<file path="src/hw/xcorr_pkg.sv">
package xcorr_pkg;

  // Sample and product widths
  localparam int SAMP_W = 18;                  // Real or imag part of a sample
  localparam int PROD_W = 2 * SAMP_W + 1;      // Sum of two 36-bit products
  localparam int ACC_W  = 48;                  // Default accumulator width

  // AXI4-Lite bus widths
  localparam int AXI_AW = 8;
  localparam int AXI_DW = 32;

  // Controller states, also read back through REG_STATUS
  typedef enum logic [1:0] {
    IDLE  = 2'd0,                              // Timer and accumulators held clear
    ACCUM = 2'd1,                              // Adding products
    DUMP  = 2'd2                               // One-cycle bank update
  } vacc_state_e;

  // Register map, byte offsets of 32-bit words
  localparam logic [AXI_AW-1:0] REG_CTRL     = 8'h00;  // Bit 0 enable
  localparam logic [AXI_AW-1:0] REG_ACC_LEN  = 8'h04;  // Products per dump
  localparam logic [AXI_AW-1:0] REG_STATUS   = 8'h08;  // State and dump count
  localparam logic [AXI_AW-1:0] REG_RES_BASE = 8'h10;  // Eight result words
  localparam logic [AXI_AW-1:0] RES_SPAN     = 8'h20;  // Bytes in result window

  // Reset value of the accumulation length
  localparam logic [AXI_DW-1:0] ACC_LEN_RST = 32'd4;

endpackage

</file>
<file path="src/hw/axil_csr.sv">
`timescale 1ns/1ns

module axil_csr #(
  parameter int ACC_W = xcorr_pkg::ACC_W
) (
  input  logic                          app_clk,
  input  logic                          rst_n_i,
  input  logic                          s_axil_awvalid_i,
  input  logic [xcorr_pkg::AXI_AW-1:0]  s_axil_awaddr_i,
  input  logic                          s_axil_wvalid_i,
  input  logic [xcorr_pkg::AXI_DW-1:0]  s_axil_wdata_i,
  input  logic                          s_axil_bready_i,
  output logic                          s_axil_awready_o,
  output logic                          s_axil_wready_o,
  output logic                          s_axil_bvalid_o,
  input  logic                          s_axil_arvalid_i,
  input  logic [xcorr_pkg::AXI_AW-1:0]  s_axil_araddr_i,
  input  logic                          s_axil_rready_i,
  output logic                          s_axil_arready_o,
  output logic                          s_axil_rvalid_o,
  output logic [xcorr_pkg::AXI_DW-1:0]  s_axil_rdata_o,
  input  xcorr_pkg::vacc_state_e        state_i,
  input  logic [15:0]                   dump_cnt_i,
  input  logic signed [ACC_W-1:0]       bank_i [4],
  output logic                          enable_o,
  output logic [xcorr_pkg::AXI_DW-1:0]  acc_len_o
);

  localparam int AW = xcorr_pkg::AXI_AW;
  localparam int DW = xcorr_pkg::AXI_DW;

  logic [AW-1:0]   aw_word;                     // Word-aligned write address
  logic [AW-1:0]   ar_word;                     // Word-aligned read address
  logic [AW-1:0]   res_off;                     // Offset into result window
  logic [2*DW-1:0] res_ext;                     // Selected result, sign-extended
  logic [DW-1:0]   rd_word;                     // Decoded read data
  logic            aw_start;                    // Both write channels presented

  assign aw_word  = {s_axil_awaddr_i[AW-1:2], 2'b00};
  assign ar_word  = {s_axil_araddr_i[AW-1:2], 2'b00};
  assign res_off  = ar_word - xcorr_pkg::REG_RES_BASE;
  assign res_ext  = {{(2*DW-ACC_W){bank_i[res_off[4:3]][ACC_W-1]}}, bank_i[res_off[4:3]]};
  assign aw_start = s_axil_awvalid_i && s_axil_wvalid_i && !s_axil_awready_o && !s_axil_bvalid_o;

  always_comb begin
    rd_word = '0;                               // Unmapped reads return zero
    if (ar_word == xcorr_pkg::REG_CTRL) begin
      rd_word = {{(DW-1){1'b0}}, enable_o};
    end else if (ar_word == xcorr_pkg::REG_ACC_LEN) begin
      rd_word = acc_len_o;
    end else if (ar_word == xcorr_pkg::REG_STATUS) begin
      rd_word = {dump_cnt_i, 14'd0, state_i};
    end else if ((ar_word >= xcorr_pkg::REG_RES_BASE) &&
                 (ar_word < xcorr_pkg::REG_RES_BASE + xcorr_pkg::RES_SPAN)) begin
      rd_word = res_off[2] ? res_ext[2*DW-1:DW] : res_ext[DW-1:0];  // High or low word
    end
  end

  // Write channel
  always_ff @(posedge app_clk) begin
    if (!rst_n_i) begin
      s_axil_awready_o <= 1'b0;
      s_axil_wready_o  <= 1'b0;
      s_axil_bvalid_o  <= 1'b0;
      enable_o         <= 1'b0;
      acc_len_o        <= xcorr_pkg::ACC_LEN_RST;
    end else begin
      s_axil_awready_o <= aw_start;             // One-cycle pulse
      s_axil_wready_o  <= aw_start;
      if (s_axil_awready_o) begin
        s_axil_bvalid_o <= 1'b1;
        if (aw_word == xcorr_pkg::REG_CTRL) begin
          enable_o <= s_axil_wdata_i[0];
        end else if (aw_word == xcorr_pkg::REG_ACC_LEN) begin
          acc_len_o <= s_axil_wdata_i;
        end
      end else if (s_axil_bvalid_o && s_axil_bready_i) begin
        s_axil_bvalid_o <= 1'b0;                // Response taken
      end
    end
  end

  // Read channel
  always_ff @(posedge app_clk) begin
    if (!rst_n_i) begin
      s_axil_arready_o <= 1'b0;
      s_axil_rvalid_o  <= 1'b0;
    end else begin
      s_axil_arready_o <= s_axil_arvalid_i && !s_axil_arready_o && !s_axil_rvalid_o;
      if (s_axil_arready_o) begin
        s_axil_rvalid_o <= 1'b1;
      end else if (s_axil_rvalid_o && s_axil_rready_i) begin
        s_axil_rvalid_o <= 1'b0;
      end
    end
  end

  always_ff @(posedge app_clk) begin
    if (s_axil_arready_o) begin
      s_axil_rdata_o <= rd_word;                // Held until rready
    end
  end

endmodule

</file>
<file path="config.mk">
export PLATFORM = sky130hd
export DESIGN_NAME = axil_csr
export DESIGN_NICKNAME = d
export VERILOG_FILES = /design/src/hw/xcorr_pkg.sv /design/src/hw/axil_csr.sv
export SDC_FILE = /design/constraint.sdc
export NUM_CORES = 1
export LEC_CHECK = 0
export BUFFER_PORTS_ARGS = -buffer_cell sky130_fd_sc_hd__buf_2
export CORE_AREA = 5 5 126 128
export CTS_CLUSTER_DIAMETER = 50
export DETAILED_ROUTE_END_ITERATION = 7
export DIE_AREA = 0 0 131 133
export PLACE_DENSITY_LB_ADDON = 0.08
export SLEW_MARGIN = 10
export SYNTH_ARGS = -nofsm -noshare
export SYNTH_HDL_FRONTEND = slang
export SYNTH_SLANG_ARGS = --single-unit
</file>
<file path="constraint.sdc">
create_clock -name app_clk -period 2.3 [get_ports app_clk]
set_input_delay 0 -clock app_clk [delete_from_list [all_inputs] [get_ports app_clk]]
set_output_delay 0 -clock app_clk [all_outputs]
set_load 0.01 [all_outputs]
</file>
==> results.py, run 1 <==
metrics = {
    "placement": {
        "place.gp.congestion": 0.8085,
        "placed_area_um2": 6113,
        "dp_hpwl_um": 14820,
        "dp_cells": 901,
        "portBuffers": 330,
    },
    "critical_path": {
        "worst_setup_path_start_kind": "input port",
        "cp_num_buf_inv": 2,
        "critical_path.max_fanout": 45,
        "cpPeakStageDelay_ps": 450,
        "rr_startpoint": "s_axil_arready_o",
        "timing.rr.end": "s_axil_rdata_o[17]",
        "cpLargestDelayFamily": "buffers and inverters",
        "crit_required_ps": 2470,
        "cp.arrival_ps": 1720,
        "path_cells": "buf_2 -> buf_4 -> xor2_1 -> nand2_1 -> a311oi_1 -> o2bb2ai_1",
        "slowest_stage": "buf_4",
        "endpoint_kind": "flop",
        "reg2regPathDepth": 1,
        "rrSetupSlack_ps": 990,
        "crit_type": "in2reg",
    },
    "pwr": {
        "vdd_drop_max_mv": 0.2971,
        "power.density_nw_per_um2": 479.6,
        "finalPower_mw": 3.260,
        "p_leak_nw": 2.998,
    },
    "global_route": {
        "grt_pass1_wl_um": 26990,
        "grt_max_degree": 46,
        "antenna_found_initial": 1,
        "grt_pass1_vias": 5048,
        "overflow": 0,
        "grt.total_usage": 0.2008,
    },
    "floorplanning": {
        "dieArea_um2": 17420,
        "initial_core_util": 0.2902,
        "die_h_um": 133,
        "boundaryPins": 335,
        "core_um2": 14750,
        "rows": 45,
        "die_x_um": 131,
    },
    "cells_and_area": {
        "multiInputGateArea_um2": 2390,
        "nNetsFinal": 1031,
        "seq_area_um2": 1703,
        "layout-area-overhead-vs-synth_pct": 58.77,
        "fin_cells": 959,
        "fillers": 1493,
        "design_area_um2": 6798,
        "drive_gt1_frac": 0.5545,
    },
    "clock_network": {
        "cts-buffers-inserted": 9,
        "cts_resized": 0,
        "worstSkewPairLatency_ps": 320,
        "clock_sinks": 69,
        "htree_num_levels": 3,
        "cts_setup_buffers": 0,
        "clockBufferDepth": 2,
        "cts_tree": "built",
        "clkSlewWorstSetupHoldPaths_ps": 60,
        "cts_root_buf": "clkbuf_16",
    },
    "route": {
        "drt-total-wl_um": 18060,
        "drc": 0,
        "drtIter0Drc": 153,
        "dr.pass1.iters": 4,
        "viasPerCell": 4.837,
        "vias": 4639,
        "wl_per_cell_um": 18.84,
        "ant_nets": 0,
    },
    "logic_synthesis": {
        "synth.yosys.warnings": 0,
        "syn_inst": 406,
        "ys_seq_elements": 69,
        "avgSynthCellArea_um2": 10.55,
        "synthesis.nets": 671,
        "synth_flop_cell": "dfxtp_1",
        "synthArstFlopShare": 0,
        "synthesis.area_um2": 4282,
        "synth_edf_count": 32,
        "ys_seq_area_frac": 0.3974,
        "ys_types": 39,
    },
    "timing": {
        "slew_viol_final": 0,
        "worst_slew_pin_slew_ps": 592.4,
        "hold_slack_ps": 17.85,
        "fin_tns_setup_ps": 0,
        "hold_violations": 0,
        "fin_crit_ps": 1555,
        "relSlewSlack": 0.6051,
        "fmax_ghz": 0.6432,
        "finalCritPeriodShare": 0.6759,
        "skew_ps": 4.825,
        "rsz0062_at_grt": "false",
        "finalSetupViolCount": 0,
    },
    "min_path": {
        "holdPathStages": 3,
        "whs_endpoint": "s_axil_rdata_o[19]",
        "hold_path.class": "in2reg",
        "hp-start": "dump_cnt_i[3]",
    },
    "run_status": {
        "status": "finished clean",
    },
    "job": {
        "maxCapViolations": 0,
    },
}
==> synthesized netlist by cell type (all sizes together), types with 2 or more instances <==
cell | count | share of area
mux2i | 4 | 0.0094
o21a | 2 | 0.0035
o22ai | 18 | 0.026
o21ai | 15 | 0.023
nor2b | 5 | 0.0073
buf | 21 | 0.030
a22oi | 17 | 0.030
a21boi | 31 | 0.054
mux2 | 27 | 0.071
clkbuf | 16 | 0.014
edfxtp | 32 | 0.22
nor2 | 35 | 0.031
nand2b | 2 | 0.0029
nor3 | 2 | 0.0050
nand4b | 2 | 0.0041
mux4 | 33 | 0.17
dfxtp | 37 | 0.17
o31ai | 13 | 0.023
nand2 | 80 | 0.070
==> placed cells by master, fill, tap and decap left out, types with 3 or more instances in the layout <==
cell type / instances
o21ai_2: 6
buf_2: 330
buf_4: 12
clkinv_2: 3
a22oi_1: 17
mux2i_1: 4
o21ai_0: 9
a21boi_0: 25
dlygate4sd3_1: 42
nor2b_1: 5
nand2_1: 80
dfxtp_1: 36
mux4_2: 33
edfxtp_1: 32
clkbuf_16: 9
o31ai_1: 13
a21boi_1: 6
mux2_2: 27
nor2_1: 35
o22ai_1: 18
==> metrics by stage <==
| step | utilization | setup WS, ps |
|---|---|---|
| after global placement | 0.4144 | 476.2 |
| after CTS | 0.4606 | 715.5 |
| after floorplan | - | 803.1 |
| after detailed placement | 0.4144 | 379.6 |
| after global routing | 0.4608 | 514.9 |
| final | 0.4608 | 745.3 |
==> cell families (layout without fill, tap and decap cells) <==
family | after synthesis | count (layout) | share of synthesized area
AO/OA/AOI/OAI | 102 | 102 | 0.1715
XOR/XNOR | 1 | 1 | 0.002046
buffers and inverters | 38 | 402 | 0.04442
flip-flops | 69 | 69 | 0.3974
multiplexers | 64 | 64 | 0.2539
other | 0 | 1 | 0
AND/OR/NAND/NOR | 132 | 132 | 0.1306
==> area by class of cell <==
| type | instances | share of cell area |
|---|---|---|
| clock buffer | 12 | 0.03626 |
| timing repair buffer | 386 | 0.3239 |
| clock inverter | 3 | 0.002209 |
| tap | 188 | 0.03460 |
| sequential | 69 | 0.2505 |
| multi-input combinational | 299 | 0.3516 |
| inverter | 1 | 0.0005522 |
| antenna | 1 | 0.0003681 |
==> registers in the layout, indices dropped and copies added (netlist names) <==
name,flops
acc_len_o,32
s_axil_rdata_o,32
s_axil_wready_o,1
enable_o,1
s_axil_bvalid_o,1
s_axil_arready_o,1
s_axil_rvalid_o,1
==> worst max-delay path by stage <==
stage / from / end / slack (ps) / cells after the start
2_1_floorplan: s_axil_araddr_i[3] / s_axil_rdata_o[24] / 800 / 5
3_3_place_gp: s_axil_araddr_i[4] / s_axil_rdata_o[1] / 480 / 6
3_5_place_dp: s_axil_araddr_i[4] / s_axil_rdata_o[1] / 380 / 6
4_1_cts: s_axil_araddr_i[4] / s_axil_rdata_o[1] / 720 / 6
5_1_grt: s_axil_araddr_i[4] / s_axil_rdata_o[1] / 510 / 6
6_report: s_axil_araddr_i[4] / s_axil_rdata_o[1] / 750 / 6
==> routing by layer <==
metal / routed length (um) / global-route usage / part of all wire / up-vias
li1: - / - / - / 2257
met1: 6667 / 0.2339 / 0.37 / 2178
met2: 9651 / 0.3733 / 0.53 / 193
met3: 1617 / 0.05046 / 0.090 / 11
met4: 128 / 0.02800 / 0.0071 / 0
met5: 0 / 0 / 0 / -
==> power by group <==
group          total (mW)  internal [mW]  leakage, nW  switching [mW]
Sequential           1.34           1.32        0.596          0.0172
Clock                1.24          0.748        0.132           0.490
Combinational       0.683          0.407         2.27           0.276
Total                3.26           2.48         3.00           0.783
==> what timing repair did <==
item                                    in CTS  in global routing
hold endpoints to repair                    42                  0
endpoints found under the setup margin       0                  0
hold buffers                                42                  0
==> tightest hold or removal path: cells and delay by family <==
kind,cells,cell delay [ps]
compound gates,2,160
buf+inv,1,70
No activity file was read; power rests on OpenSTA's default activity.
==> inputs of run 2 (changes only) <==
clock period = 1.35 ns   (was 2.3 ns; I/O delays follow)
==> run 2 against run 1 <==
Critical path depth down 2. Clock skew about the same. Combinational power up 77%. Count of clock-buffer cells in the layout up 1. Core utilization up 0.93 points. Die area unchanged. Wire length about the same. Global-route usage about the same. Total power up 71%. Design area up 2.0%. Non-clock buffer count up 13. Largest cell class unchanged.
==> results.py, run 2 (synthesis gave the netlist of run 1 again) <==
metrics = {
    "run_status": {
        "status": "finished clean",
    },
    "critical_path": {
        "critical_path.max_fanout": 3,
        "crit_required_ps": 1420,
        "rr_startpoint": "acc_len_o[0]",
        "cp.arrival_ps": 1310,
        "worst_setup_path_start_kind": "flop",
        "startpoint": "acc_len_o[0]",
        "cpPeakStageDelay_ps": 320,
        "slowest_stage": "dfxtp_1",
        "endpoint_kind": "flop",
        "path_cells": "mux2i_1 -> nor2_1 -> a21oi_1 -> o22ai_1",
        "crit_type": "reg2reg",
        "cpLargestDelayFamily": "flip-flops",
        "cp_num_buf_inv": 0,
    },
    "global_route": {
        "antenna_found_initial": 0,
        "grt_pass1_wl_um": 26760,
        "overflow": 0,
        "grt.total_usage": 0.2012,
        "grt_max_degree": 40,
        "grt_pass1_vias": 5043,
    },
    "timing": {
        "rsz0062_at_grt": "false",
        "relSlewSlack": 0.6247,
        "finalSetupViolCount": 0,
        "worst_slew_pin_slew_ps": 563.0,
        "fin_crit_ps": 1238,
        "slew_viol_final": 0,
        "fin_tns_setup_ps": 0,
        "skew_ps": 4.673,
        "hold_violations": 0,
        "finalCritPeriodShare": 0.9173,
        "fmax_ghz": 0.8075,
    },
    "route": {
        "vias": 4728,
        "wl_per_cell_um": 18.57,
        "dr.pass1.iters": 4,
        "ant_nets": 0,
        "drtIter0Drc": 224,
        "viasPerCell": 4.864,
        "drt-total-wl_um": 18050,
        "drc": 0,
    },
    "floorplanning": {
        "initial_core_util": 0.2902,
        "core_um2": 14750,
        "rows": 45,
        "die_x_um": 131,
        "boundaryPins": 335,
        "dieArea_um2": 17420,
        "die_h_um": 133,
    },
    "min_path": {
        "hold_path.class": "in2reg",
        "hp-start": "dump_cnt_i[2]",
    },
    "pwr": {
        "p_leak_nw": 3.072,
        "p_comb_frac": 0.218,
        "seqPwrFrac": 0.407,
        "finalPower_mw": 5.578,
        "power.density_nw_per_um2": 804.3,
        "intPower_mw": 4.257,
        "power.net_switching_mw": 1.321,
        "clockPowerShare": 0.375,
        "p_sw_frac": 0.2368,
        "vdd_drop_max_mv": 0.5262,
    },
    "clock_network": {
        "cts-buffers-inserted": 9,
        "clkSlewWorstSetupHoldPaths_ps": 50,
        "htree_num_levels": 3,
        "clock_sinks": 69,
        "cts_tree": "built",
        "cts_root_buf": "clkbuf_16",
        "worstSkewPairLatency_ps": 330,
        "cts_setup_buffers": 0,
        "clockBufferDepth": 2,
    },
    "cells_and_area": {
        "nNetsFinal": 1044,
        "reg_top3": "acc_len_o: 32 flops, s_axil_rdata_o: 32 flops",
        "fin_util": 0.4701,
        "layout-area-overhead-vs-synth_pct": 61.98,
        "final_cell_mix": "buf_2, nand2_1, dlygate4sd3_1",
        "final_common_cell": "buf_2",
        "n_antenna_cell": 0,
        "drive_gt1_frac": 0.5599,
    },
    "placement": {
        "dp_hpwl_um": 14810,
        "place.gp.congestion": 0.8092,
        "portBuffers": 330,
    },
    "job": {
        "maxCapViolations": 0,
    },
}
run 2: final cells by class:
class                      count  area (um^2)
tap                          188        235.2
fill                        1462         7816
inverter                       1        3.754
timing repair buffer         399         2327
clock buffer                  13        250.2
sequential                    69         1704
clock inverter                 3        12.51
multi-input combinational    299         2402
run 2: routing by layer:
metal	track usage	wire, um	part of all wire
met1	0.2240	6567	0.36
met2	0.3767	9682	0.54
met5	0	0	0
met4	0.05086	330	0.018
met3	0.04723	1467	0.081
run 2: per-stage QoR:
step	cell area (um^2)	std cells	hold WS, ps	setup WS, ps
after floorplan	4318	406	110.9	-27.66
after global placement	6241	913	225.3	-114.7
after detailed placement	6241	913	227.5	-142.9
after CTS	6934	972	2.856	51.25
after global routing	6935	972	18.13	34.50
final	6935	972	10.84	111.7
run 2: worst paths after layout:
kind,end,slack (ps),depth (start not counted)
worst max-delay path,s_axil_rdata_o[0],110,4
worst max register to register,s_axil_rdata_o[0],110,4
worst min register to register,s_axil_wready_o,420,1
worst min-delay path,s_axil_rdata_o[18],10,3
run 2: worst reg2reg max path, cell delays in order, from the launching register on:
cell	delay, ps
dfxtp_1	320
mux2i_1	300
nor2_1	80
a21oi_1	180
o22ai_1	100
run 2: power groups by stage:
stage | Clock [mW] | Sequential (mW) | Combinational [mW]
after floorplan | 0 | 2.36 | 0.512
after global routing | 2.24 | 2.27 | 1.33
after CTS | 2.16 | 2.27 | 1.23
final | 2.09 | 2.27 | 1.21
after global placement | 0 | 2.31 | 1.11
after detailed placement | 0 | 2.31 | 1.13
run 2: timing repair:
action,CTS,global route
setup endpoints to repair,0,2
resized for setup,0,1
hold endpoints to repair,43,0
hold buffers,43,0
==> inputs of run 3 (changes only) <==
ABC_AREA = 1   (was unset)
CORE_AREA = 5 5 128 130   (was 5 5 126 128)
DIE_AREA = 0 0 133 135   (was 0 0 131 133)
==> run 3 against run 2 <==
Largest cell class unchanged. Combinational power grew 13%. Synthesized area grew 9.7%. Clock power grew 13%. Die area grew 3.1%. Count of clock-buffer cells in the layout shrank 3. Setup slack gained 54 ps. Synthesized cell count grew 90%.
==> results.py, run 3 <==
metrics = {
    "timing": {
        "finalSetupViolCount": 0,
        "worst_slew_pin_slew_ps": 912.0,
        "fmax_ghz": 0.8444,
        "skew_ps": 7.358,
        "relSlewSlack": 0.3897,
        "fin_crit_ps": 1184,
        "finalCritPeriodShare": 0.8772,
        "hold_slack_ps": 11.60,
        "hold_violations": 0,
        "fin_ws_ps": 165.8,
        "slew_viol_final": 0,
        "fin_tns_setup_ps": 0,
        "rsz0062_at_grt": "false",
    },
    "cells_and_area": {
        "drive_gt1_frac": 0.3389,
        "fin_cells": 1333,
        "nNetsFinal": 1402,
        "layout-area-overhead-vs-synth_pct": 58.50,
        "fin_util": 0.4952,
        "final_cell_mix": "buf_2, nand2_1, nor2_1",
        "final_common_cell": "buf_2",
        "fillers": 1595,
        "reg_top3": "acc_len_o: 32 flops, s_axil_rdata_o: 32 flops",
        "design_area_um2": 7445,
    },
    "critical_path": {
        "reg2regPathDepth": 7,
        "endpoint_kind": "flop",
        "cp.arrival_ps": 1450,
        "crit_required_ps": 1620,
        "critical_path.max_fanout": 12,
        "worst_setup_path_start_kind": "input port",
        "rrSetupSlack_ps": 200,
        "crit_type": "in2reg",
        "timing.rr.end": "acc_len_o[26]",
        "startpoint": "s_axil_awaddr_i[5]",
        "rr_startpoint": "s_axil_wready_o",
    },
    "logic_synthesis": {
        "avgSynthCellArea_um2": 6.076,
        "synth_flop_cell": "dfxtp_1",
        "ys_types": 22,
        "ys_seq_elements": 69,
        "synth_edf_count": 32,
        "ys_seq_area_frac": 0.3623,
        "synth_top_area_cell": "edfxtp_1",
        "synthesis.nets": 1038,
        "synthesis.area_um2": 4697,
        "synthArstFlopShare": 0,
        "synth_common_cells": "nand2_1, nor2_1, o21ai_0",
        "synthTopCellsByArea": "edfxtp_1, nand2_1, dfxtp_1",
        "synth.yosys.warnings": 0,
        "synth_top_cell_area_share": 0.2046,
        "syn_inst": 773,
        "synth.most_common_cell": "nand2_1",
    },
    "route": {
        "drt-total-wl_um": 22370,
        "drc": 0,
        "ant_nets": 0,
        "wl_per_cell_um": 16.78,
        "drtIter0Drc": 359,
        "dr.pass1.iters": 4,
        "viasPerCell": 4.699,
        "vias": 6264,
    },
    "global_route": {
        "grt.total_usage": 0.2351,
        "grt_max_degree": 63,
        "overflow": 0,
        "grt_pass1_vias": 6047,
        "grt_pass1_wl_um": 33190,
        "antenna_found_initial": 3,
    },
    "job": {
        "maxCapViolations": 0,
    },
    "floorplanning": {
        "rows": 45,
        "die_x_um": 133,
        "core_um2": 15030,
        "die_h_um": 135,
        "initial_core_util": 0.3124,
        "boundaryPins": 335,
        "dieArea_um2": 17960,
    },
    "pwr": {
        "clockPowerShare": 0.396,
        "p_sw_frac": 0.2773,
        "intPower_mw": 4.332,
        "seqPwrFrac": 0.376,
        "p_comb_frac": 0.228,
        "power.density_nw_per_um2": 805.2,
        "finalPower_mw": 5.994,
        "p_leak_nw": 3.808,
        "power.net_switching_mw": 1.662,
        "vdd_drop_max_mv": 0.7953,
    },
    "run_status": {
        "status": "finished clean",
    },
    "clock_network": {
        "cts-buffers-inserted": 9,
        "clock_sinks": 69,
        "clkSlewWorstSetupHoldPaths_ps": 60,
        "htree_num_levels": 3,
        "cts_tree": "built",
        "cts_setup_buffers": 0,
        "cts_resized": 0,
        "worstSkewPairLatency_ps": 330,
        "clockBufferDepth": 2,
        "cts_root_buf": "clkbuf_16",
    },
    "min_path": {
        "whs_endpoint": "enable_o",
        "hp-start": "s_axil_awaddr_i[7]",
        "holdPathStages": 4,
        "hold_path.class": "in2reg",
    },
    "placement": {
        "dp_hpwl_um": 17290,
        "portBuffers": 330,
        "place.gp.congestion": 0.8312,
        "placed_area_um2": 6684,
        "dp_cells": 1268,
        "post-place-ws_ps": -133.3,
    },
}
-- run 3: cells by family after synthesis --
group                  share of synthesized area
AO/OA/AOI/OAI                             0.1260
buffers and inverters                    0.08018
flip-flops                                0.3623
AND/OR/NAND/NOR                           0.4315
-- run 3: how the worst max path moves through the flow --
stage	slack, ps	to	cells past startpoint
final	170	acc_len_o[26]	8
after global placement	-110	s_axil_rdata_o[27]	8
after floorplan	150	acc_len_o[31]	7
after CTS	170	acc_len_o[28]	6
after detailed placement	-130	s_axil_rdata_o[22]	8
after global routing	10	acc_len_o[28]	7
-- run 3: power groups by stage --
| stage | sequential (mW) | clock [mW] | combinational (mW) |
|---|---|---|---|
| floorplan | 2.34 | 0 | 0.561 |
| finish | 2.26 | 2.37 | 1.37 |
| global placement | 2.30 | 0 | 1.26 |
| global route | 2.26 | 2.52 | 1.51 |
| CTS | 2.26 | 2.43 | 1.37 |
| detailed placement | 2.30 | 0 | 1.26 |
-- run 3: worst max-delay path, stage by stage --
cell and delay [ps]:
dlygate4sd3_1 540, buf_2 120, nor2_1 130, nand3_1 150, inv_1 150, buf_4 210, nor2_1 50, nor2_1 100
-- run 3: per-layer routing --
metal | share of wire | up-vias | routed length, um | global-route usage
met2 | 0.47 | 245 | 10490 | 0.3840
li1 | - | 3227 | - | -
met5 | 0 | - | 0 | 0
met4 | 0.012 | 0 | 269 | 0.06120
met3 | 0.064 | 17 | 1439 | 0.04247
met1 | 0.45 | 2775 | 10180 | 0.3211
-- run 3: area by class of cell --
class,count,area [um^2],area share
multi-input cells,619,2626,0.3528
repair buffers,408,2467,0.3314
flip-flops and latches,69,1703,0.2287
well taps,188,235.2,0.03160
clock buffers,10,229.0,0.03076
inverters,30,112.6,0.01513
clock inverters,6,63.81,0.008571
diodes,3,7.507,0.001008
-- run 3: what timing repair did --
item	in CTS	in global routing
endpoints found under the setup margin	0	0
endpoints found under the hold margin	42	0
hold buffers	46	0
